File: src/bus_pkg.sv
// system bus definitions
package bus_pkg;

  // bus widths
  localparam int WORD_W         = 32;
  localparam int BYTES_PER_WORD = WORD_W / 8;

  typedef logic [WORD_W-1:0]         word_t;     // one data word
  typedef logic [31:0]               addr_t;     // byte address
  typedef logic [BYTES_PER_WORD-1:0] byte_en_t;  // one enable per byte lane

  // address map, region is the top byte of the address
  localparam int REGION_LSB = 24;
  typedef logic [7:0] region_t;

  localparam region_t ROM_REGION       = 8'h00;  // 16 MiB window
  localparam region_t RAM_FIRST_REGION = 8'h01;
  localparam region_t RAM_LAST_REGION  = 8'h04;  // 64 MiB window in total

  // remapped RAM offset is zero based, 4 regions of 24 bits
  localparam int RAM_OFFSET_W = 26;

  // timer registers at the top of the address space
  localparam addr_t MSIP_ADDR     = 32'hFFFF_FFC0;
  localparam addr_t MTIME_ADDR    = 32'hFFFF_FFE0;  // 8 byte aligned
  localparam addr_t MTIMECMP_ADDR = 32'hFFFF_FFF0;  // 8 byte aligned

  // modelled storage depths
  localparam int RAM_WORDS = 256;
  localparam int RAM_IDX_W = $clog2(RAM_WORDS);
  localparam int ROM_WORDS = 16;
  localparam int ROM_IDX_W = $clog2(ROM_WORDS);

  typedef logic [RAM_IDX_W-1:0] ram_idx_t;  // RAM word index

  // cycles the RAM waits before it acknowledges
  localparam int RAM_WAIT_STATES = 2;

endpackage

File: src/clint_pkg.sv
// machine timer definitions
package clint_pkg;

  // bits 1:0 name the register, bit 2 picks the high word
  typedef logic [2:0] csr_sel_t;
  typedef logic [63:0] mtime_t;

  localparam logic [1:0] SEL_MSIP     = 2'b00;
  localparam logic [1:0] SEL_MTIME    = 2'b10;
  localparam logic [1:0] SEL_MTIMECMP = 2'b11;
  localparam int         SEL_HI_BIT   = 2;

  // reset values, an all ones compare keeps timer_irq low
  localparam mtime_t MTIME_RESET    = '0;
  localparam mtime_t MTIMECMP_RESET = '1;
  localparam logic   MSIP_RESET     = 1'b0;

endpackage

File: src/mem_bus_if.sv
// decoder to slave bus
`timescale 1ns/1ns

interface mem_bus_if
  import bus_pkg::*;
();

  logic     rd_en;    // read strobe, held until ack
  logic     wr_en;    // write strobe, held until ack
  addr_t    adr;
  word_t    dat_w;
  byte_en_t byte_en;
  word_t    dat_r;
  logic     ack;      // high while the request is held

  modport master (
    output rd_en, wr_en, adr, dat_w, byte_en,
    input  dat_r, ack
  );

  modport slave (
    input  rd_en, wr_en, adr, dat_w, byte_en,
    output dat_r, ack
  );

endinterface

File: src/machine_timer.sv
// machine timer and software interrupt
`timescale 1ns/1ns

module machine_timer
  import bus_pkg::*;
  import clint_pkg::*;
(
  input  logic     clock,
  input  logic     rst_n,
  mem_bus_if.slave bus,
  output logic     timer_irq,
  output logic     software_irq
);

  mtime_t   mtime;
  mtime_t   mtimecmp;
  logic     msip;
  logic     ack_q;
  logic     wr_stb;
  csr_sel_t sel;

  assign sel    = bus.adr[$bits(csr_sel_t)-1:0];
  assign wr_stb = bus.wr_en & ~ack_q;  // one write per request, on the ack edge

  always_ff @(posedge clock or negedge rst_n) begin
    if (!rst_n) begin
      ack_q <= 1'b0;
    end else begin
      ack_q <= bus.rd_en | bus.wr_en;
    end
  end

  // free running, a bus write replaces one half
  always_ff @(posedge clock or negedge rst_n) begin
    if (!rst_n) begin
      mtime <= MTIME_RESET;
    end else if (wr_stb && sel[1:0] == SEL_MTIME) begin
      if (sel[SEL_HI_BIT]) mtime[63:32] <= bus.dat_w;
      else                 mtime[31:0]  <= bus.dat_w;
    end else begin
      mtime <= mtime + 1'b1;
    end
  end

  always_ff @(posedge clock or negedge rst_n) begin
    if (!rst_n) begin
      mtimecmp <= MTIMECMP_RESET;
      msip     <= MSIP_RESET;
    end else if (wr_stb) begin
      if (sel[1:0] == SEL_MTIMECMP) begin
        if (sel[SEL_HI_BIT]) mtimecmp[63:32] <= bus.dat_w;
        else                 mtimecmp[31:0]  <= bus.dat_w;
      end
      if (sel[1:0] == SEL_MSIP) msip <= bus.dat_w[0];
    end
  end

  always_comb begin
    case (sel[1:0])
      SEL_MSIP:     bus.dat_r = word_t'(msip);
      SEL_MTIME:    bus.dat_r = sel[SEL_HI_BIT] ? mtime[63:32] : mtime[31:0];
      SEL_MTIMECMP: bus.dat_r = sel[SEL_HI_BIT] ? mtimecmp[63:32] : mtimecmp[31:0];
      default:      bus.dat_r = '0;
    endcase
  end

  assign bus.ack      = ack_q;
  assign timer_irq    = (mtime >= mtimecmp);
  assign software_irq = msip;

endmodule

File: src/flat_wrapper.sv
// flat-port wrapper written by rule: the top's interface ports become plain ports
module machine_timer_flat import bus_pkg::*; import clint_pkg::*;
  (clock, rst_n, timer_irq, software_irq, bus_rd_en, bus_wr_en, bus_adr, bus_dat_w, bus_byte_en, bus_dat_r, bus_ack);
  mem_bus_if bus_i ();
  input  logic clock;
  input  logic rst_n;
  output logic timer_irq;
  output logic software_irq;
  input wire logic [$bits(bus_i.rd_en)-1:0] bus_rd_en;
  input wire logic [$bits(bus_i.wr_en)-1:0] bus_wr_en;
  input wire logic [$bits(bus_i.adr)-1:0] bus_adr;
  input wire logic [$bits(bus_i.dat_w)-1:0] bus_dat_w;
  input wire logic [$bits(bus_i.byte_en)-1:0] bus_byte_en;
  output wire logic [$bits(bus_i.dat_r)-1:0] bus_dat_r;
  output wire logic [$bits(bus_i.ack)-1:0] bus_ack;
  assign bus_i.rd_en = bus_rd_en;
  assign bus_i.wr_en = bus_wr_en;
  assign bus_i.adr = bus_adr;
  assign bus_i.dat_w = bus_dat_w;
  assign bus_i.byte_en = bus_byte_en;
  assign bus_dat_r = bus_i.dat_r;
  assign bus_ack = bus_i.ack;
  machine_timer u_core (.clock(clock), .rst_n(rst_n), .bus(bus_i), .timer_irq(timer_irq), .software_irq(software_irq));
endmodule
File: config.mk
export PLATFORM = sky130hd
export DESIGN_NAME = machine_timer_flat
export DESIGN_NICKNAME = d
export VERILOG_FILES = /design/src/bus_pkg.sv /design/src/clint_pkg.sv /design/src/mem_bus_if.sv /design/src/machine_timer.sv /design/src/flat_wrapper.sv
export SDC_FILE = /design/constraint.sdc
export NUM_CORES = 1
export LEC_CHECK = 0
export BUFFER_PORTS_ARGS = -buffer_cell sky130_fd_sc_hd__buf_4
export CAP_MARGIN = 20
export CORE_MARGIN = 4
export CORE_UTILIZATION = 35
export CTS_CLUSTER_SIZE = 10
export DETAILED_ROUTE_END_ITERATION = 10
export PLACE_DENSITY = 0.56
export SKIP_CTS_REPAIR_TIMING = 1
export SYNTH_ARGS = -nofsm -noshare
export SYNTH_HDL_FRONTEND = slang
export SYNTH_SLANG_ARGS = --single-unit
File: constraint.sdc
create_clock -name clock -period 2.8 [get_ports clock]
set_clock_uncertainty 0.05 [all_clocks]
set_input_delay 0.14 -clock clock [delete_from_list [all_inputs] [get_ports clock]]
set_output_delay 0.14 -clock clock [all_outputs]
set_load 0.005 [all_outputs]
# After elaboration in Yosys (flattened, before gate mapping)
# Cells that the tools add are included.
# totals
register_bits	130
in_bits	72
out_inout_bits	35
# classes
addsub	1
order_cmp	1
eq_ne	4
n_mux	6
bitwise	4
reduce_logical	5
# ops
op	count
$mux 32	4
$pmux 32 s3	1
$add 64x1->64 const B	1
$ge 64x64->1	1
$mux 64	1
$reduce_and 3->1	2
$eq 2x2->1 const B	2
$ne 2x2->1 const B	2
$logic_not 2->1	1
$not 1->1	2
$reduce_and 2->1	1
$and 1x1->1	1
$logic_and 1x1->1	1
$or 1x1->1	1

# Depth between registers and ports, before layout
# Gate-level depths: netlist of the first run.
# logic_depth
ltp_word	4
ltp_mapped	8

# Worst setup path before layout of the first run
# Ideal clock, no wire load.
# synth_timing
path_type	flip-flop to output port
startpoint	reg u_core.mtimecmp[62]
endpoint	out timer_irq
t_arrival_ns	1.994
required_ns	2.610
slack_ns	0.616
path_stages_with_launch	8
n_path_buf	0
cell_sequence	dfstp_2 inv_1 ha_1 nand4_1 nor4_1 nand4_1 or2_2 o211ai_1
# synth_via
elab_chain_len	1
# synth_lines
item	line_no	text
start, declared	machine_timer.sv:16	mtime_t mtimecmp;
start signal, assigned	machine_timer.sv:51	if (sel[SEL_HI_BIT]) mtimecmp[63:32] <= bus.dat_w;
$ge 64x64->1	machine_timer.sv:68	assign timer_irq = (mtime >= mtimecmp);
end, declared	flat_wrapper.sv:7	output logic timer_irq;
# Every way passes these cells.

# Final worst setup path of the first run
# Ends and elaborated chain as after synthesis.

==> metrics, run 1 <==
status=complete, but fails checks; failing checks=setup timing; DP Cell Count=~1400; via count=between 7000 and 8000; initial DRC count=between 500 and 600; largest area contributor in the netlist=dfstp_2; Synth top area share=0.189; Setup WS pre-CTS=just over 0.1 ns; ys async rst share=1.00; Wirelength per Cell=between 15 and 20 um; number of global-route vias before repair=7800; Pleak=around 4.8 nW; Main synth FF type=dfrtp_1; synth warn=0; sequential cell area fraction in the yosys report=0.375; GRT overflow=0; Setup CP Type=reg2out; post-route insts no fill=~1400; root buffer cell=clkbuf_16; Worst VDD drop=approximately 340 uV; Final Power=approximately 8.2 mW; fin crit share=1.07; CP required=~2.6 ns; Core Footprint=roughly 25000 um2; startpoint types=flop; initial core utilization=0.354; R2R cell count=8; CP most frequent cell=nand4_1; Post-Synthesis Cells=~950; CP max stage cell=dfstp_2; RSZ-0062 raised after global routing=yes; Critical R2R Launch=u_core.mtime[1]; CP Cell Sequence=inv_1, ha_1, nand4_1, nor4_2, nand4_1, or2_4, o211ai_1, buf_4; fillcell total=2476; Relative slew margins=0.601; EDFF count, synth=0; TritonRoute pass-1 iters=6; CP arrival=2.80 ns; largest net degree at the start of global routing=58; Worst-Margin Slew=0.598 ns; clock transition at the registers of the reported paths=approximately 0.060 ns; vias per inst=between 5 and 6; crit path from=u_core.mtimecmp[62]; clock buffer depth=2; syn_nets=~1100; Synth Register Bits=between 100 and 150; Power Density=723 nW/um2; CTS tree=built; clock sink count=130; Final Critical Period=~3 ns; FP Rows=between 50 and 60; fraction of layout cells with a size suffix above 1=0.298; hold crit path type=in2reg; Die ar.=between 20000 and 30000 um2; NumNets Final=~1200; R2R Setup Slk=0.19 ns; DRC Markers=0; Layout Utilization=0.450; Setup crit end=timer_irq; H-tree Lvls=4; Multi-input gate area=5170 um2; endpoints failing hold=0; Reg area=roughly 3300 um2; Max Freq=~330 MHz; total wire length=27900 um; DP HPWL=slightly above 20000 um; Die Y=167 um; Clk Latency, worst-skew pair=approximately 0.42 ns; Critical Path Sink Type=output port; Yosys cell types=66; Hold WS=between 0.1 and 0.15 ns; R2R Path End=u_core.mtime[46]; Worst Path Buf+Inv=2; P&R area growth vs syn=27.0%; Levels on crit path=8; setup violators final=1; Worst Path Max Fanout=4; mapped cell area=approximately 8900 um2; GRT Util Overall=0.200; setup slack after layout=-0.186 ns; IO Count=about 110; pins over their slew limit=0; syn_area_per_cell=around 9.4 um2; PortBufs=73; Max-Cap Viols=0; CP delay by family, top=simple AND/OR/NAND/NOR gates; synth top area cells=dfstp_2 19%, dfrtp_1 19%, ha_1 9.1%, mux4_2 7.6%, mux2_2 4.2%; Chip Width=between 150 and 200 um; Antenna Cells=0; CTS Buf Count=17; GPL Wtd Cong=slightly below 0.9; CP max stage delay=between 0.5 and 0.6 ns; first-pass GRT wire length=roughly 45000 um; initial antenna violation count=0; Antenna Nets Post-Route=0
## worst reg2reg max path, delay by kind of cell (launching register included)
| family | cells | cell delay, ns |
|---|---|---|
| fa+ha+maj | 1 | 0.27 |
| flops | 1 | 0.46 |
| simple gates | 6 | 1.54 |
| buf+inv | 1 | 0.24 |
## per-stage QoR
| stage | TNS, ns | instance area, um2 |
|---|---|---|
| finish | -0.186 | 11300 |
| global route | -0.334 | 11300 |
| CTS | -0.355 | 10900 |
| detailed placement | 0 | 10200 |
| global placement | 0 | 10200 |
| floorplan | 0 | 8900 |
## cell families (layout without fill, tap and decap cells)
family / Yosys count / count (layout) / share of synthesized area
AOI/OAI and AO/OA: 229 / 229 / 0.162
xor gates and xnor gates: 4 / 4 / 0.00394
adders and majority gates: 65 / 65 / 0.0914
buffers and inverters: 125 / 286 / 0.0541
DFF: 130 / 130 / 0.375
muxes: 68 / 68 / 0.127
and+or+nand+nor: 330 / 330 / 0.187
## report_power, final
part / leakage [nW] / switching, mW / total [mW] / internal, mW
sequential: 1.40 / 0.466 / 2.93 / 2.47
clock: 0.317 / 0.857 / 2.48 / 1.62
combinational: 3.05 / 1.40 / 2.76 / 1.37
## cells in the final DEF (no fill, tap or decap), types with 6 or more instances in the layout
master and instances:
mux2_2 33, dlygate4sd3_1 35, dfrtp_1 66, nor2_1 66, nand2_1 91, a21o_1 6
nand4_1 27, and2_1 33, a211oi_1 18, nand3_1 40, ha_1 61, a21oi_1 65
clkbuf_16 17, inv_1 72, mux4_2 30, o211ai_1 10, buf_4 141, nor3_1 23
and3_1 9, o22ai_1 7, o32ai_1 7, o21ai_0 65, dfstp_2 64, a311oi_1 7
## synth_stat cells (all sizes together) (3+ instances only)
cell / count
o221a: 3
nor2: 68
o311ai: 3
a221oi: 3
nor4: 10
a21oi: 65
or2: 3
nand2: 91
and3: 9
dfstp: 64
dfrtp: 66
nor2b: 3
clkbuf: 35
o22ai: 7
buf: 15
nor3: 24
a31oi: 5
a21o: 6
a211oi: 19
o31ai: 5
ha: 65
o21a: 4
o32ai: 7
o211ai: 10
and4: 5
and2: 34
nor3b: 3
o21ai: 66
a311oi: 7
xnor2: 4
inv: 75
nand3: 42
mux4: 32
mux2i: 3
mux2: 33
or3: 4
nand4: 28
## metal layers
metal | share of wire | track usage | vias to the layer above
met3 | 0.043 | 0.0392 | 19
li1 | - | - | 3800
met2 | 0.49 | 0.330 | 200
met4 | 0.012 | 0.0452 | 0
met5 | 0 | 0 | -
met1 | 0.46 | 0.275 | 3932
## registers in the layout, summed over array words and instances, names as in the netlist
signal               cells
u_core.mtime            64
u_core.software_irq      1
u_core.mtimecmp         64
u_core.bus.ack           1
## worst min-delay path by stage
| stage | start | endpoint | slack [ns] | depth (start not counted) |
|---|---|---|---|---|
| 3_5_place_dp | rst_n | u_core.mtime[37] | 0.12 | 1 |
| 6_report | bus_adr[2] | u_core.mtime[0] | 0.14 | 3 |
| 2_1_floorplan | rst_n | u_core.bus.ack | -0.21 | 0 |
| 3_3_place_gp | rst_n | u_core.mtime[37] | 0.12 | 1 |
| 5_1_grt | bus_adr[2] | u_core.mtime[0] | 0.14 | 3 |
| 4_1_cts | rst_n | u_core.software_irq | -0.33 | 1 |
## layout make-up
type,count,area share
clock inverter,11,0.0162
sequential,130,0.295
clock buffer,21,0.0407
multi-input combinational,696,0.458
inverter,75,0.0249
tap,330,0.0365
timing repair buffer,179,0.129
Note: power is estimated with default switching activity, not from simulation.
==> run 2: changes to the inputs <==
--- a/config.mk
+++ b/config.mk
@@ -12,6 +12,7 @@
 export CTS_CLUSTER_SIZE = 10
 export DETAILED_ROUTE_END_ITERATION = 10
 export PLACE_DENSITY = 0.56
+export RECOVER_POWER = 100
 export SKIP_CTS_REPAIR_TIMING = 1
 export SYNTH_ARGS = -nofsm -noshare
 export SYNTH_HDL_FRONTEND = slang
==> run 2 against run 1 <==
The flow finishes with violations (capacitance limit, slew limit, setup timing); power decreased by 0.43%; sequential power is essentially flat; combinational power about the same; clock power about the same; global-route usage unchanged; critical path type unchanged; highest routed layer unchanged.
==> metrics, run 2 (synthesized netlist as in run 1, its figures left out) <==
status=complete, but fails checks; failing checks=capacitance limit, slew limit, setup timing; TritonRoute pass-1 iters=5; Wirelength per Cell=between 15 and 20 um; CP arrival=2.78 ns; Worst-Margin Slew=between 1.5 and 2 ns; RSZ-0062 raised after global routing=yes; Antenna Cells=0; Max Freq=approximately 340 MHz; biggest regs=u_core.mtime x64, u_core.mtimecmp x64; setup slack after layout=-0.168 ns; Worst Path Max Fanout=4; Final Critical Period=between 2 and 3 ns; total wire length=approximately 28000 um; Hold WS=about 0.15 ns; Setup WS pre-CTS=just over 0.1 ns; initial antenna violation count=0; clock sink count=130; Core Footprint=25100 um2; via count=slightly below 8000; clock transition at the registers of the reported paths=roughly 0.060 ns; startpoint types=flop; Pleak=4.68 nW; number of global-route vias before repair=7800; NumNets Final=about 1200; hold crit path type=in2reg; fraction of layout cells with a size suffix above 1=0.282; clock buffer depth=2; Critical R2R Launch=u_core.bus.ack; Layout Utilization=0.446; Antenna Nets Post-Route=0; first-pass GRT wire length=44700 um; Clk Latency, worst-skew pair=0.43 ns; worst hold start=bus_adr[2]; endpoints failing hold=0; GRT overflow=0; Max-Cap Viols=1; DRC Markers=0; DP HPWL=20500 um; fillcell total=~2500; Worst VDD drop=about 340 uV; PortBufs=between 70 and 80; vias per inst=5.50; largest net degree at the start of global routing=between 50 and 60; Die Y=~170 um; Power Density=between 700 and 800 nW/um2; H-tree Lvls=4; CP required=about 2.6 ns; Setup CP Type=reg2out; Chip Width=167 um; Die ar.=around 28000 um2; GRT Util Overall=0.200; IO Count=107; GPL Wtd Cong=just under 0.9; initial DRC count=578; setup violators final=7; CTS tree=built; CTS Buf Count=17; most common cell after layout, fill and taps aside=buf_4; FP Rows=58; crit path from=u_core.mtimecmp[62]; P&R area growth vs syn=26.0%; Critical Path Sink Type=output port; Relative slew margins=-0.0595; fin crit share=1.06; initial core utilization=0.354; root buffer cell=clkbuf_16; pins over their slew limit=58; commonest cells after routing, fill and taps aside=115 x buf_4, 91 x nand2_1, 72 x inv_1
## run 2: cell types whose count changed in the layout (fill, tap and decap cells not counted), sizes merged
cell / previous run / this run
buf: 144 / 116
clkbuf: 21 / 49
## run 2: through the flow
stage,cells,total power [mW],TNS (ns),cell area (um2)
after floorplan,951,4.55,0,8900
after global placement,1373,5.56,0,10200
after detailed placement,1373,5.62,0,10200
after CTS,1405,8.15,-0.355,10900
after global routing,1442,8.69,-5.07,11200
final,1442,8.14,-0.395,11200
## run 2: layout make-up
cell class / count / area (um2) / share of cell area
repair buffers: 179 / 1370 / 0.122
flip-flops and latches: 130 / 3330 / 0.297
clock inverters: 11 / 183 / 0.0163
well taps: 330 / 413 / 0.0368
clock buffers: 21 / 460 / 0.0411
multi-input cells: 696 / 5170 / 0.461
inverters: 75 / 282 / 0.0251
## run 2: path summary, 6_finish.rpt
| check | endpoint | slack [ns] | depth (start not counted) |
|---|---|---|---|
| setup / recovery | timer_irq | -0.17 | 8 |
| hold / removal | u_core.mtime[0] | 0.15 | 3 |
| setup reg to reg | u_core.mtime[58] | -0.05 | 7 |
| hold reg to reg | u_core.mtimecmp[40] | 0.45 | 2 |
| max in group asynchronous | u_core.mtime[17] | 0.51 | 3 |
| min in group asynchronous | u_core.mtime[37] | 0.60 | 2 |
## run 2: metal layers
layer  vias up  wire [um]  GRT usage
li1       3803          -          -
met3        22       1110     0.0392
met5         -          0          0
met1      3923      12800      0.275
met4         0        355     0.0452
met2       184      13600      0.330
## run 2: critical path, stage by stage, from the launching register on
cell and delay [ns]:
dfstp_2 0.55, inv_1 0.05, ha_1 0.31, nand4_1 0.19, nor4_2 0.43, nand4_1 0.17
or2_4 0.25, o211ai_1 0.25, buf_4 0.16
## run 2: where the power goes
part | switching [mW] | total (mW) | internal (mW)
clock network | 0.859 | 2.48 | 1.62
registers | 0.466 | 2.93 | 2.47
logic | 1.40 | 2.73 | 1.33
==> run 3: changes to the inputs <==
--- a/config.mk
+++ b/config.mk
@@ -9,7 +9,7 @@
 export CAP_MARGIN = 20
 export CORE_MARGIN = 4
 export CORE_UTILIZATION = 35
-export CTS_CLUSTER_SIZE = 10
+export CTS_CLUSTER_SIZE = 12
 export DETAILED_ROUTE_END_ITERATION = 10
 export PLACE_DENSITY = 0.56
 export RECOVER_POWER = 100
==> constraint.sdc (replaced) <==
create_clock -name clock -period 3.7 [get_ports clock]
set_clock_uncertainty 0.05 [all_clocks]
set_input_delay 0.185 -clock clock [delete_from_list [all_inputs] [get_ports clock]]
set_output_delay 0.185 -clock clock [all_outputs]
set_load 0.005 [all_outputs]
==> run 3 against run 2 <==
The run ends with capacitance limit, slew limit left; critical path depth unchanged; routed wire length fell by 3.5%; combinational power decreased by 33%; global-route usage is 0.50 points lower; clock-buffer cell count unchanged; clock power is 25% lower; cell count shrank 3.2%; utilization is 1.8 points lower; highest routed layer unchanged; sequential power shrank 22%; hold slack gained 0.28 ns.
==> metrics, run 3 (synthesized netlist as in run 1, its figures left out) <==
PortBufs=73; clock transition at the registers of the reported paths=about 0.06 ns; IO Count=between 100 and 150; post-route insts no fill=1396; DP Cell Count=1329; H-tree Lvls=4; pins over their slew limit=149; Max Freq=roughly 300 MHz; P&R area growth vs syn=20.9%; GPL Wtd Cong=0.833; hold crit path type=in2reg; CP most frequent cell=nand4_1; CTS tree=built; total wire length=approximately 27000 um; root buffer cell=clkbuf_16; CP required=3.46 ns; largest net degree at the start of global routing=between 80 and 90; Die Y=between 150 and 200 um; GRT overflow=0; CTS Buf Count=17; TritonRoute pass-1 iters=5; most common cell after layout, fill and taps aside=nand2_1; endpoints failing hold=0; Critical Path Sink Type=output port; Reg area=~3300 um2; clock buffer depth=2; CP arrival=3.15 ns; Pleak=between 4 and 5 nW; fillcell total=between 2000 and 3000; RSZ-0062 raised after global routing=no; Wirelength per Cell=about 19 um; biggest regs=u_core.mtime x64, u_core.mtimecmp x64; Chip Width=167 um; Die ar.=28000 um2; Setup CP Type=reg2out; Worst Path Max Fanout=8; DP HPWL=between 15000 and 20000 um; setup_tns=0 ns; Layout Utilization=0.429; status=complete, but fails checks; Antenna Cells=0; FP Rows=58; setup violators final=0; Multi-input gate area=between 5000 and 6000 um2; fraction of layout cells with a size suffix above 1=0.245; Cell Area, Placed=~10000 um2; Worst VDD drop=around 290 uV; initial DRC count=584; setup slack after layout=between 0.3 and 0.4 ns; Final Critical Period=between 3 and 4 ns; CP Cell Sequence=clkbuf_1, ha_1, nand4_1, nor4_1, nand4_1, or2_2, o211ai_1, clkbuf_4; DRC Markers=0; fin crit share=0.916; failing checks=capacitance limit, slew limit; Design Area, Final=10800 um2; GRT Util Overall=0.195; clock sink count=130; commonest cells after routing, fill and taps aside=91 x nand2_1, 75 x inv_1, 72 x buf_4; Max-Cap Viols=3; CP max stage delay=slightly above 0.6 ns; startpoint types=flop; NumNets Final=around 1200; number of global-route vias before repair=roughly 7700; first-pass GRT wire length=between 40000 and 50000 um; initial core utilization=0.354; Worst-Margin Slew=roughly 2.2 ns; Clk Latency, worst-skew pair=approximately 0.43 ns; Relative slew margins=-0.464; Antenna Nets Post-Route=0; Core Footprint=between 20000 and 30000 um2; CP max stage cell=nor4_1; Setup WS pre-CTS=about 0.86 ns; Power Density=around 560 nW/um2; via count=7792; vias per inst=between 5 and 6; initial antenna violation count=0
-- run 3: metal layers --
metal / track usage / routed length, um / up-vias
li1: - / - / 3704
met1: 0.266 / 12400 / 3870
met2: 0.320 / 12800 / 173
met3: 0.0314 / 1080 / 45
met4: 0.0628 / 725 / 0
met5: 0 / 0 / -
-- run 3: per-stage QoR --
stage / power (mW) / hold slack, ns
global placement: 4.09 / 0.261
floorplan: 3.44 / -0.161
global route: 6.40 / 0.434
detailed placement: 4.13 / 0.272
CTS: 6.02 / -0.187
finish: 5.97 / 0.432
-- run 3: report_power, final --
part | switching (mW) | internal [mW] | leakage (nW)
Combinational | 0.924 | 0.907 | 2.75
Clock | 0.652 | 1.21 | 0.315
Sequential | 0.415 | 1.87 | 1.40
-- run 3: path summary, 6_finish.rpt --
check,to,startpoint,cells past startpoint,slack (ns)
setup / recovery,timer_irq,u_core.mtime[41],8,0.31
hold / removal,u_core.software_irq,bus_wr_en,4,0.43
setup reg to reg,u_core.mtime[39],u_core.mtime[3],6,0.42
hold reg to reg,u_core.mtimecmp[40],u_core.mtimecmp[40],2,0.45
max in group asynchronous,u_core.mtime[52],rst_n,3,1.07
min in group asynchronous,u_core.mtime[8],rst_n,2,0.89
-- run 3: cell type report --
class | instances | area share
well taps | 330 | 0.0384
flip-flops and latches | 130 | 0.310
clock buffers | 21 | 0.0419
multi-input cells | 696 | 0.471
inverters | 75 | 0.0262
clock inverters | 11 | 0.0171
repair buffers | 133 | 0.0962
-- run 3: worst max-delay path: cells and delay by family (launching register included) --
family / cells / cell delay [ns]
DFF: 1 / 0.35
AOI/OAI and AO/OA: 1 / 0.24
and+or+nand+nor: 4 / 1.37
buffers and inverters: 2 / 0.40
adders and majority gates: 1 / 0.35
