## src/bus_pkg.sv

```systemverilog
// system bus definitions
package bus_pkg;

  // bus widths
  localparam int WORD_W         = 32;
  localparam int BYTES_PER_WORD = WORD_W / 8;

  typedef logic [WORD_W-1:0]         word_t;     // one data word
  typedef logic [31:0]               addr_t;     // byte address
  typedef logic [BYTES_PER_WORD-1:0] byte_en_t;  // one enable per byte lane

  // address map, region is the top byte of the address
  localparam int REGION_LSB = 24;
  typedef logic [7:0] region_t;

  localparam region_t ROM_REGION       = 8'h00;  // 16 MiB window
  localparam region_t RAM_FIRST_REGION = 8'h01;
  localparam region_t RAM_LAST_REGION  = 8'h04;  // 64 MiB window in total

  // remapped RAM offset is zero based, 4 regions of 24 bits
  localparam int RAM_OFFSET_W = 26;

  // timer registers at the top of the address space
  localparam addr_t MSIP_ADDR     = 32'hFFFF_FFC0;
  localparam addr_t MTIME_ADDR    = 32'hFFFF_FFE0;  // 8 byte aligned
  localparam addr_t MTIMECMP_ADDR = 32'hFFFF_FFF0;  // 8 byte aligned

  // modelled storage depths
  localparam int RAM_WORDS = 256;
  localparam int RAM_IDX_W = $clog2(RAM_WORDS);
  localparam int ROM_WORDS = 16;
  localparam int ROM_IDX_W = $clog2(ROM_WORDS);

  typedef logic [RAM_IDX_W-1:0] ram_idx_t;  // RAM word index

  // cycles the RAM waits before it acknowledges
  localparam int RAM_WAIT_STATES = 2;

endpackage

```

## src/clint_pkg.sv

```systemverilog
// machine timer definitions
package clint_pkg;

  // bits 1:0 name the register, bit 2 picks the high word
  typedef logic [2:0] csr_sel_t;
  typedef logic [63:0] mtime_t;

  localparam logic [1:0] SEL_MSIP     = 2'b00;
  localparam logic [1:0] SEL_MTIME    = 2'b10;
  localparam logic [1:0] SEL_MTIMECMP = 2'b11;
  localparam int         SEL_HI_BIT   = 2;

  // reset values, an all ones compare keeps timer_irq low
  localparam mtime_t MTIME_RESET    = '0;
  localparam mtime_t MTIMECMP_RESET = '1;
  localparam logic   MSIP_RESET     = 1'b0;

endpackage

```

## src/mem_bus_if.sv

```systemverilog
// decoder to slave bus
`timescale 1ns/1ns

interface mem_bus_if
  import bus_pkg::*;
();

  logic     rd_en;    // read strobe, held until ack
  logic     wr_en;    // write strobe, held until ack
  addr_t    adr;
  word_t    dat_w;
  byte_en_t byte_en;
  word_t    dat_r;
  logic     ack;      // high while the request is held

  modport master (
    output rd_en, wr_en, adr, dat_w, byte_en,
    input  dat_r, ack
  );

  modport slave (
    input  rd_en, wr_en, adr, dat_w, byte_en,
    output dat_r, ack
  );

endinterface

```

## src/memory_controller.sv

```systemverilog
// memory bus address decoder
`timescale 1ns/1ns

module memory_controller
  import bus_pkg::*;
  import clint_pkg::*;
(
  input  logic      cyc,
  input  logic      stb,
  input  logic      we,
  input  byte_en_t  byte_en,
  input  addr_t     adr,
  input  word_t     dat_w,
  output word_t     dat_r,
  output logic      ack,
  mem_bus_if.master rom_bus,
  mem_bus_if.master ram_bus,
  mem_bus_if.master timer_bus
);

  region_t  region;
  region_t  ram_region_off;
  logic     mem_rd_en;
  logic     mem_wr_en;
  logic     rom_cs;
  logic     ram_cs;
  logic     msip_cs;
  logic     mtime_cs;
  logic     mtimecmp_cs;
  logic     timer_cs;
  csr_sel_t timer_sel;

  // qualified strobes from the cpu side
  assign mem_rd_en = cyc & stb & ~we;
  assign mem_wr_en = cyc & stb & we;

  assign region = adr[31:REGION_LSB];

  assign rom_cs = (region == ROM_REGION);
  assign ram_cs = (region >= RAM_FIRST_REGION) && (region <= RAM_LAST_REGION);

  // 64-bit timer registers answer at both word addresses
  assign msip_cs     = (adr == MSIP_ADDR);
  assign mtime_cs    = (adr[31:3] == MTIME_ADDR[31:3]) && (adr[1:0] == MTIME_ADDR[1:0]);
  assign mtimecmp_cs = (adr[31:3] == MTIMECMP_ADDR[31:3]) &&
                       (adr[1:0] == MTIMECMP_ADDR[1:0]);
  assign timer_cs    = msip_cs | mtime_cs | mtimecmp_cs;

  // region 1 maps to offset 0
  assign ram_region_off = region - RAM_FIRST_REGION;

  always_comb begin
    timer_sel[SEL_HI_BIT] = adr[2];  // high or low word
    if (mtime_cs) begin
      timer_sel[1:0] = SEL_MTIME;
    end else if (mtimecmp_cs) begin
      timer_sel[1:0] = SEL_MTIMECMP;
    end else begin
      timer_sel[1:0] = SEL_MSIP;
    end
  end

  // boot rom, address masked to the region
  assign rom_bus.rd_en   = rom_cs & mem_rd_en;
  assign rom_bus.wr_en   = rom_cs & mem_wr_en;
  assign rom_bus.adr     = {{(32-REGION_LSB){1'b0}}, adr[REGION_LSB-1:0]};
  assign rom_bus.dat_w   = dat_w;
  assign rom_bus.byte_en = rom_cs ? byte_en : '0;

  // ram, zero based offset
  assign ram_bus.rd_en   = ram_cs & mem_rd_en;
  assign ram_bus.wr_en   = ram_cs & mem_wr_en;
  assign ram_bus.adr     = {{(32-RAM_OFFSET_W){1'b0}},
                            ram_region_off[RAM_OFFSET_W-REGION_LSB-1:0],
                            adr[REGION_LSB-1:0]};
  assign ram_bus.dat_w   = dat_w;
  assign ram_bus.byte_en = ram_cs ? byte_en : '0;

  // timer gets the register index as its address
  assign timer_bus.rd_en   = timer_cs & mem_rd_en;
  assign timer_bus.wr_en   = timer_cs & mem_wr_en;
  assign timer_bus.adr     = addr_t'(timer_sel);
  assign timer_bus.dat_w   = dat_w;
  assign timer_bus.byte_en = timer_cs ? byte_en : '0;

  // return path, unmapped gives no ack and zero data
  assign ack = rom_cs   ? rom_bus.ack
             : ram_cs   ? ram_bus.ack
             : timer_cs ? timer_bus.ack
             : 1'b0;

  assign dat_r = rom_cs   ? rom_bus.dat_r
               : ram_cs   ? ram_bus.dat_r
               : timer_cs ? timer_bus.dat_r
               : '0;

endmodule

```

## src/flat_wrapper.sv

```systemverilog
// flat-port wrapper written by rule: the top's interface ports become plain ports
module memory_controller_flat import bus_pkg::*; import clint_pkg::*;
  (cyc, stb, we, byte_en, adr, dat_w, dat_r, ack, rom_bus_rd_en, rom_bus_wr_en, rom_bus_adr, rom_bus_dat_w, rom_bus_byte_en, rom_bus_dat_r, rom_bus_ack, ram_bus_rd_en, ram_bus_wr_en, ram_bus_adr, ram_bus_dat_w, ram_bus_byte_en, ram_bus_dat_r, ram_bus_ack, timer_bus_rd_en, timer_bus_wr_en, timer_bus_adr, timer_bus_dat_w, timer_bus_byte_en, timer_bus_dat_r, timer_bus_ack);
  mem_bus_if rom_bus_i ();
  mem_bus_if ram_bus_i ();
  mem_bus_if timer_bus_i ();
  input  logic cyc;
  input  logic stb;
  input  logic we;
  input  byte_en_t byte_en;
  input  addr_t adr;
  input  word_t dat_w;
  output word_t dat_r;
  output logic ack;
  output wire logic [$bits(rom_bus_i.rd_en)-1:0] rom_bus_rd_en;
  output wire logic [$bits(rom_bus_i.wr_en)-1:0] rom_bus_wr_en;
  output wire logic [$bits(rom_bus_i.adr)-1:0] rom_bus_adr;
  output wire logic [$bits(rom_bus_i.dat_w)-1:0] rom_bus_dat_w;
  output wire logic [$bits(rom_bus_i.byte_en)-1:0] rom_bus_byte_en;
  input wire logic [$bits(rom_bus_i.dat_r)-1:0] rom_bus_dat_r;
  input wire logic [$bits(rom_bus_i.ack)-1:0] rom_bus_ack;
  output wire logic [$bits(ram_bus_i.rd_en)-1:0] ram_bus_rd_en;
  output wire logic [$bits(ram_bus_i.wr_en)-1:0] ram_bus_wr_en;
  output wire logic [$bits(ram_bus_i.adr)-1:0] ram_bus_adr;
  output wire logic [$bits(ram_bus_i.dat_w)-1:0] ram_bus_dat_w;
  output wire logic [$bits(ram_bus_i.byte_en)-1:0] ram_bus_byte_en;
  input wire logic [$bits(ram_bus_i.dat_r)-1:0] ram_bus_dat_r;
  input wire logic [$bits(ram_bus_i.ack)-1:0] ram_bus_ack;
  output wire logic [$bits(timer_bus_i.rd_en)-1:0] timer_bus_rd_en;
  output wire logic [$bits(timer_bus_i.wr_en)-1:0] timer_bus_wr_en;
  output wire logic [$bits(timer_bus_i.adr)-1:0] timer_bus_adr;
  output wire logic [$bits(timer_bus_i.dat_w)-1:0] timer_bus_dat_w;
  output wire logic [$bits(timer_bus_i.byte_en)-1:0] timer_bus_byte_en;
  input wire logic [$bits(timer_bus_i.dat_r)-1:0] timer_bus_dat_r;
  input wire logic [$bits(timer_bus_i.ack)-1:0] timer_bus_ack;
  assign rom_bus_rd_en = rom_bus_i.rd_en;
  assign rom_bus_wr_en = rom_bus_i.wr_en;
  assign rom_bus_adr = rom_bus_i.adr;
  assign rom_bus_dat_w = rom_bus_i.dat_w;
  assign rom_bus_byte_en = rom_bus_i.byte_en;
  assign rom_bus_i.dat_r = rom_bus_dat_r;
  assign rom_bus_i.ack = rom_bus_ack;
  assign ram_bus_rd_en = ram_bus_i.rd_en;
  assign ram_bus_wr_en = ram_bus_i.wr_en;
  assign ram_bus_adr = ram_bus_i.adr;
  assign ram_bus_dat_w = ram_bus_i.dat_w;
  assign ram_bus_byte_en = ram_bus_i.byte_en;
  assign ram_bus_i.dat_r = ram_bus_dat_r;
  assign ram_bus_i.ack = ram_bus_ack;
  assign timer_bus_rd_en = timer_bus_i.rd_en;
  assign timer_bus_wr_en = timer_bus_i.wr_en;
  assign timer_bus_adr = timer_bus_i.adr;
  assign timer_bus_dat_w = timer_bus_i.dat_w;
  assign timer_bus_byte_en = timer_bus_i.byte_en;
  assign timer_bus_i.dat_r = timer_bus_dat_r;
  assign timer_bus_i.ack = timer_bus_ack;
  memory_controller u_core (.cyc(cyc), .stb(stb), .we(we), .byte_en(byte_en), .adr(adr), .dat_w(dat_w), .dat_r(dat_r), .ack(ack), .rom_bus(rom_bus_i), .ram_bus(ram_bus_i), .timer_bus(timer_bus_i));
endmodule
```

## config.mk

```make
export PLATFORM = sky130hd
export DESIGN_NAME = memory_controller_flat
export DESIGN_NICKNAME = d
export VERILOG_FILES = /design/src/bus_pkg.sv /design/src/clint_pkg.sv /design/src/mem_bus_if.sv /design/src/memory_controller.sv /design/src/flat_wrapper.sv
export SDC_FILE = /design/constraint.sdc
export NUM_CORES = 1
export LEC_CHECK = 0
export ABC_AREA = 0
export BUFFER_PORTS_ARGS = -buffer_cell sky130_fd_sc_hd__buf_2
export CELL_PAD_IN_SITES_DETAIL_PLACEMENT = 1
export CELL_PAD_IN_SITES_GLOBAL_PLACEMENT = 2
export CORE_AREA = 4 4 157 159
export DETAILED_ROUTE_END_ITERATION = 6
export DIE_AREA = 0 0 161 163
export PLACE_DENSITY = 0.82
export SLEW_MARGIN = 30
export SYNTH_ARGS = -nofsm -noshare
export SYNTH_HDL_FRONTEND = slang
export SYNTH_SLANG_ARGS = --single-unit
export TNS_END_PERCENT = 30
```

## constraint.sdc

```tcl
create_clock -name vclk -period 6.59
set_clock_uncertainty 0.05 [all_clocks]
set_input_delay 1.318 -clock vclk [all_inputs]
set_output_delay 1.318 -clock vclk [all_outputs]
set_load 0.01 [all_outputs]
```

# Word-level counts from Yosys, hierarchy flattened
# Index checks and enable logic that the tools add are counted.
[totals]
reg_bits = 0
inputBits = 170
output_inout_bits = 243
elab_cells = 34
[classes]
n_addsub = 1
n_lt_le_gt_ge = 2
eq_ne = 3
mux = 11
bitwise_logic = 12
n_reduce_logical = 5
[ops]
columns = ["operator", "count"]
rows = [
  ["$mux 32", 3],
  ["$eq 29x29->1 const B", 2],
  ["$eq 32x32->1 const B", 1],
  ["$mux 4", 3],
  ["$and 1x1->1", 9],
  ["$ge 8x1->1 const B", 1],
  ["$le 8x3->1 const B", 1],
  ["$logic_not 8->1", 1],
  ["$mux 2", 2],
  ["$logic_and 1x1->1", 3],
  ["$mux 1", 3],
  ["$logic_not 2->1", 1],
  ["$or 1x1->1", 2],
  ["$sub 2x1->2 const B", 1],
  ["$not 1->1", 1],
]

# Logic depth before layout (Yosys ltp)
# Gate-level depths: netlist (run 1).
[logic_depth]
word_depth = 7
mapped_depth = 7
ltp_nobuf = 6

# Least setup slack after synthesis (run 1)
# Ideal clock, no wire load.
[synth_path]
path_type = "in2out"
start = "in adr[24]"
end = "out ack"
arrival_ps = 2919
t_required_ps = 5222
path_slack_ps = 2303
stages = 6
path_buffers = 1
path_cell_list = "ha_1 > or4b_4 > a2111oi_4 > and4_4 > buf_6 > o2bb2ai_1"
[synth_via]
elab_chain_cells = 7
elab_cells_between_ends = 14
classes_between = "order compare: 2; eq/ne: 3; mux: 3; bitwise: 2; reduce/logical: 4"
[synth_rtl]
columns = ["element", "line_no", "rtl"]
rows = [
  ["start, declared", "flat_wrapper.sv:11", "input addr_t adr;"],
  ["$eq 29x29->1", "memory_controller.sv:44", "assign mtime_cs = (adr[31:3] == MTIME_ADDR[31:3]) && (adr[1:0] == MTIME_ADDR[1:0]);"],
  ["$logic_and 1x1->1", "memory_controller.sv:44", ""],
  ["$or 1x1->1 (2 in a row)", "memory_controller.sv:47", "assign timer_cs = msip_cs | mtime_cs | mtimecmp_cs;"],
  ["$mux 1", "memory_controller.sv:89", ": timer_cs ? timer_bus.ack"],
  ["$mux 1", "memory_controller.sv:88", ": ram_cs ? ram_bus.ack"],
  ["$mux 1 *", "memory_controller.sv:87", "assign ack = rom_cs ? rom_bus.ack"],
  ["end, declared", "flat_wrapper.sv:14", "output logic ack;"],
]
# Every way passes the cells marked *; elsewhere a longest branch is shown, timed or not.

# Worst setup path in the final report (run 1)
[layout_path]
start = "in adr[24]"
end = "out dat_r[19]"
[layout_via]
elab_chain_cells = 7
elab_cells_between_ends = 14
classes_between = "order compare: 2; eq/ne: 3; mux: 3; bitwise: 2; reduce/logical: 4"
[layout_rtl]
columns = ["element", "line_no", "rtl"]
rows = [
  ["$eq 29x29->1", "memory_controller.sv:44", ""],
  ["$logic_and 1x1->1", "memory_controller.sv:44", ""],
  ["$or 1x1->1 (2 in a row)", "memory_controller.sv:47", ""],
  ["$mux 32", "memory_controller.sv:94", ": timer_cs ? timer_bus.dat_r"],
  ["$mux 32", "memory_controller.sv:93", ": ram_cs ? ram_bus.dat_r"],
  ["$mux 32 *", "memory_controller.sv:92", "assign dat_r = rom_cs ? rom_bus.dat_r"],
  ["end, declared", "flat_wrapper.sv:13", "output word_t dat_r;"],
]
# Marks and branches as above.

==> flow_summary.ini, run 1 <==
[status]
status = finished clean

[logic_synthesis]
synth_cells = 370
ys_top_cells_by_count = buf_4 (188), a32oi_1 (33), mux2_2 (33)
yosysSeqAreaShare_pct = 0
synth-compound-area-share_pct = 20.9
synth_xor_area_share_pct = 0
synth_top_area_cell = buf_4
synthAdderAreaFrac_pct = 1.75
yosys.area_share.simple_pct = 10.4
synth.avg_cell_area_um2 = 7.73
ys_types = 27
synthTopCellsByArea = buf_4 (49%), mux2_2 (13%), a32oi_1 (10%)
synth_mux_area_share_pct = 13.3
netlist.area_leader.share_pct = 49.4
yosysMostFrequentCell = buf_4
ys_warn_count = 0
synth_top_family_by_area = buffers and inverters
synthesis.area_mm2 = 0.00286

[routing]
drc = 0
wire_per_inst_um = 17.0
vias_per_cell = 3.63
drt-pass1-iter-count = 4
num_vias = 2788
wl_mm = 13.0
drtIter0Drc = 83
ant_nets = 0

[sta]
finalCritPeriodShare_pct = 74.3
hold_violations = 0
fmax_mhz = 204
rsz0062_at_grt = no
final_max_slew_viol_count = 0
setup_tns_ns = 0
worst_pin_slew_ns = 0.910
period_minus_slack_ns = 4.90
slew_headroom_pct = 39.2
setup_viol = 0

[die]
fp.coreArea_mm2 = 0.0233
row_count = 56
ioPinCount = 413
start_util_pct = 12.3
die_area_mm2 = 0.0262
die_w_um = 161
die_y_um = 163

[grt]
grt_max_degree = 38
grt_pass1_wl_mm = 18.5
grt_pass1_vias = 3053
grt_usage_pct = 8.90
grt_overflow = 0
antenna_found_initial = 0

[final_layout]
antenna_cells = 0
areaGrowthSynthToFinish_pct = 10.2
fin_util_pct = 13.5
final_nets = 624
num-fill-cells = 2913
drive_above_1_share_pct = 63.6
seq_cells = 0
multiInputGateArea_mm2 = 0.00150
seq_area_um2 = 0
nClkBuffers = 0

[pwr]
power_per_cell_area_mw_per_mm2 = 49.5
p_leak_nw = 1.55
peakVddDrop_uv = 19.6

[critical_path]
max_stage_delay_ns = 0.56
worstSetupEndpointType = output pin
slowest_stage = and4_4
path_buf_inv = 3
cp.required_ns = 5.22
start_kind = primary input
worstPathCellList = buf_2 > ha_1 > or4b_4 > a2111oi_4 > buf_4 > and4_4 > o2bb2ai_1 > buf_2
crit_path_frequent_cell = buf_2
cp_max_fo = 30
cp_data_arrival_time_ns = 3.53
crit_family = simple AND/OR/NAND/NOR gates
critPathKind = primary input to output pin

[cts]
postCtsResizedCells = 0
postCtsSetupRepairBufs = 0
hold_buffers = 0

[hold_path]
hold_path.class = primary input to output pin

[place]
dp_hpwl_mm = 11.1
io_buffers = 242
gp_congestion = 0.749

[run]
drv_cap = 0
layout make-up:
| class | count | share of cell area (%) |
|---|---|---|
| multi-input combinational | 199 | 47.7 |
| timing repair buffer | 245 | 39.1 |
| tap | 319 | 12.7 |
| inverter | 4 | 0.476 |
through the flow:
stage	hold slack [ns]	total power, mW	cell area, um2	worst slack (ns)	instances
after floorplan	2.65	0.171	3020	2.30	412
after global placement	2.59	0.155	3150	1.70	767
after detailed placement	2.59	0.157	3150	1.68	767
after CTS	2.59	0.158	3150	1.68	767
after global routing	2.59	0.172	3150	1.56	767
final	2.59	0.156	3150	1.69	767
placed cells by master (no fill, tap or decap), drive strengths merged:
master,synthesis,routed
a32oi,33,33
nor2,7,7
nand3,4,4
nor3,6,6
mux2i,1,1
conb,1,43
nand4,3,3
or4b,1,1
buf,196,245
a2111oi,1,1
nand2,6,6
o22ai,3,3
nand4b,2,2
nand3b,1,1
inv,4,4
nand2b,2,2
ha,4,4
and3,7,7
and4,2,2
and2,8,8
nor3b,2,2
o2bb2ai,30,30
mux2,33,33
kinds of logic (layout without fill, tap and decap cells):
kind of cell | Yosys count | in the layout
simple gates | 51 | 51
mux | 34 | 34
other cells | 1 | 43
compound gates | 67 | 67
buf+inv | 213 | 249
fa+ha+maj | 4 | 4
power breakdown:
| group | leakage [nW] | switching, mW | internal (mW) |
|---|---|---|---|
| Sequential | 0 | 0 | 0 |
| Clock | 0 | 0 | 0 |
| Combinational | 1.55 | 0.0876 | 0.0685 |
worst paths after layout:
kind     start          endpoint  slack [ns]  depth (start not counted)
max    adr[24]         dat_r[19]        1.69                          8
min   dat_w[5]  ram_bus_dat_w[5]        2.59                          0
routing by layer:
layer / part of all wire [%] / wire length [um] / GRT usage, %
met4: 4.0 / 517 / 3.30
met2: 51 / 6680 / 17.0
met1: 37 / 4840 / 9.87
met3: 7.7 / 1000 / 1.49
met5: 0 / 0 / 0
Note: power is estimated with default switching activity, not from simulation.
==> run 2, diff against run 1 <==
--- a/config.mk
+++ b/config.mk
@@ -5,14 +5,14 @@
 export SDC_FILE = /design/constraint.sdc
 export NUM_CORES = 1
 export LEC_CHECK = 0
-export ABC_AREA = 0
+export ABC_AREA = 1
 export BUFFER_PORTS_ARGS = -buffer_cell sky130_fd_sc_hd__buf_2
 export CELL_PAD_IN_SITES_DETAIL_PLACEMENT = 1
 export CELL_PAD_IN_SITES_GLOBAL_PLACEMENT = 2
-export CORE_AREA = 4 4 157 159
+export CORE_MARGIN = 4
+export CORE_UTILIZATION = 13
 export DETAILED_ROUTE_END_ITERATION = 6
-export DIE_AREA = 0 0 161 163
-export PLACE_DENSITY = 0.82
+export PLACE_DENSITY = 0.84
 export SLEW_MARGIN = 30
 export SYNTH_ARGS = -nofsm -noshare
 export SYNTH_HDL_FRONTEND = slang
==> constraint.sdc (replaced) <==
create_clock -name vclk -period 4.6
set_clock_uncertainty 0.05 [all_clocks]
set_input_delay 0.92 -clock vclk [all_inputs]
set_output_delay 0.92 -clock vclk [all_outputs]
set_load 0.01 [all_outputs]
==> run 2 against run 1 <==
  * Cell count grew 22%
  * Global-route usage shrank 0.87 points
  * Sequential share of layout area is the same
  * Critical endpoint is now dat_r[29]
  * Final area grew 12%
  * Die area grew 4.1%
  * Largest cell class unchanged
  * Combinational power grew 9.6%
==> flow_summary.ini, run 2 <==
[pwr]
total_power_mw = 0.171
p_leak_nw = 2.01
power_per_cell_area_mw_per_mm2 = 48.7
peakVddDrop_uv = 18.8
power_frac_comb_pct = 100.0
pwr-share-seq_pct = 0
clockPowerShare_pct = 0
internal_power_mw = 0.0759
p_sw_mw = 0.0953
p_sw_share_pct = 55.7

[grt]
grt_pass1_vias = 3185
antenna_found_initial = 2
grt_usage_pct = 8.03
grt_pass1_wl_mm = 17.6
grt_max_degree = 68
grt_overflow = 0

[sta]
hold_violations = 0
fmax_mhz = 259
period_minus_slack_ns = 3.87
finalCritPeriodShare_pct = 84.1
final_max_slew_viol_count = 0
setup_tns_ns = 0
rsz0062_at_grt = no
slew_headroom_pct = 54.8
worst_pin_slew_ns = 0.676
setup_viol = 0

[cts]
postCtsResizedCells = 0
postCtsSetupRepairBufs = 0
hold_buffers = 0

[run]
drv_cap = 0

[final_layout]
drive_above_1_share_pct = 47.2
final_nets = 790
fin_util_pct = 14.5
mostFrequentLayoutCells = buf_2 (242), nand2_1 (89), nor2_1 (68)
nClkBuffers = 0
seq_area_um2 = 0
num-fill-cells = 3168
areaGrowthSynthToFinish_pct = 9.30
seq_cells = 0
antenna_cells = 0
final_common_cell = buf_2

[routing]
met1Wirelength_mm = 4.92
wl_met3_mm = 1.16
drc = 0
highest_layer = met5
drtIter0Drc = 86
wire_per_inst_um = 13.4
ant_nets = 0
wl_mm = 12.5
vias_per_cell = 3.42
drt-pass1-iter-count = 4
dr_wl_met2_mm = 6.12
num_vias = 3204

[critical_path]
cp_data_arrival_time_ns = 2.90
cp_max_fo = 27
crit_family = buffers and inverters
critPathKind = primary input to output pin
start_kind = primary input
max_stage_delay_ns = 0.55
worstPathCellList = buf_2 > inv_1 > ha_1 > nand4_1 > buf_4 > nand2_1 > inv_1 > a21oi_1 > buf_2
worstSetupEndpointType = output pin
path_buf_inv = 5
slowest_stage = nand4_1
cp.required_ns = 3.63

[die]
fp.coreArea_mm2 = 0.0243
die_area_mm2 = 0.0273
ioPinCount = 413
row_count = 57
die_w_um = 165
die_y_um = 165
start_util_pct = 13.2

[logic_synthesis]
ys_warn_count = 0
netlist.area_leader.share_pct = 44.1
ys_types = 22
synthTopCellsByArea = buf_4 (44%), nand2_1 (10%), nor2_1 (7.9%)
synthesis.area_mm2 = 0.00322
synth.avg_cell_area_um2 = 6.00
ys_top_cells_by_count = buf_4 (189), nand2_1 (89), nor2_1 (68)
yosysMostFrequentCell = buf_4
yosysSeqAreaShare_pct = 0
synth_cells = 536
synth_top_area_cell = buf_4

[place]
io_buffers = 242
gp_congestion = 0.741
dp_hpwl_mm = 10.7

[status]
status = finished clean

[hold_path]
hold_path.class = primary input to output pin
run 2: cell types whose count changed in the layout (fill, tap and decap cells not counted), moves of 20 or more:
cell       previous run  this run
mux2_2               33         0
nor2_1                6        68
nand3_2               0        20
nand2_1               5        89
a21oi_2               0        20
a21boi_0              0        29
a32oi_1              33         0
inv_1                 4        50
o2bb2ai_1            30         0
run 2: final cells by class:
| class | instances | area, um2 | area share [%] |
|---|---|---|---|
| inverters | 50 | 188 | 5.34 |
| multi-input cells | 316 | 1640 | 46.7 |
| well taps | 324 | 405 | 11.5 |
| repair buffers | 248 | 1280 | 36.5 |
run 2: logic make-up (layout without fill, tap and decap cells):
group | after synthesis | count (layout) | synth area share (%)
buffers and inverters | 262 | 298 | 54.1
and+or+nand+nor | 203 | 203 | 29.1
AOI/OAI and AO/OA | 66 | 66 | 15.2
adders and majority gates | 4 | 4 | 1.56
other | 1 | 43 | 0.117
run 2: power by group through the flow:
stage          clock network [mW]  registers, mW  logic, mW
2_1_floorplan                   0              0      0.211
3_3_place_gp                    0              0      0.172
3_5_place_dp                    0              0      0.173
4_1_cts                         0              0      0.174
5_1_grt                         0              0      0.190
6_report                        0              0      0.171
run 2: per-layer routing:
| layer | up-vias | global-route usage, % |
|---|---|---|
| met4 | 4 | 1.89 |
| met1 | 1412 | 9.39 |
| met2 | 171 | 15.0 |
| met5 | - | 0 |
| met3 | 37 | 1.56 |
| li1 | 1580 | - |
run 2: worst paths after layout:
path | endpoint | depth (start not counted) | from | slack [ns]
worst max-delay path | dat_r[29] | 9 | adr[24] | 0.73
worst min-delay path | ram_bus_dat_w[18] | 0 | dat_w[18] | 1.79
run 2: through the flow:
stage | area [um2] | instances | setup slack (ns) | hold WS [ns]
final | 3510 | 938 | 0.732 | 1.79
after global routing | 3510 | 938 | 0.499 | 1.79
after CTS | 3510 | 938 | 0.685 | 1.79
after detailed placement | 3510 | 938 | 0.694 | 1.79
after global placement | 3510 | 938 | 0.634 | 1.79
after floorplan | 3370 | 578 | 1.47 | 1.85
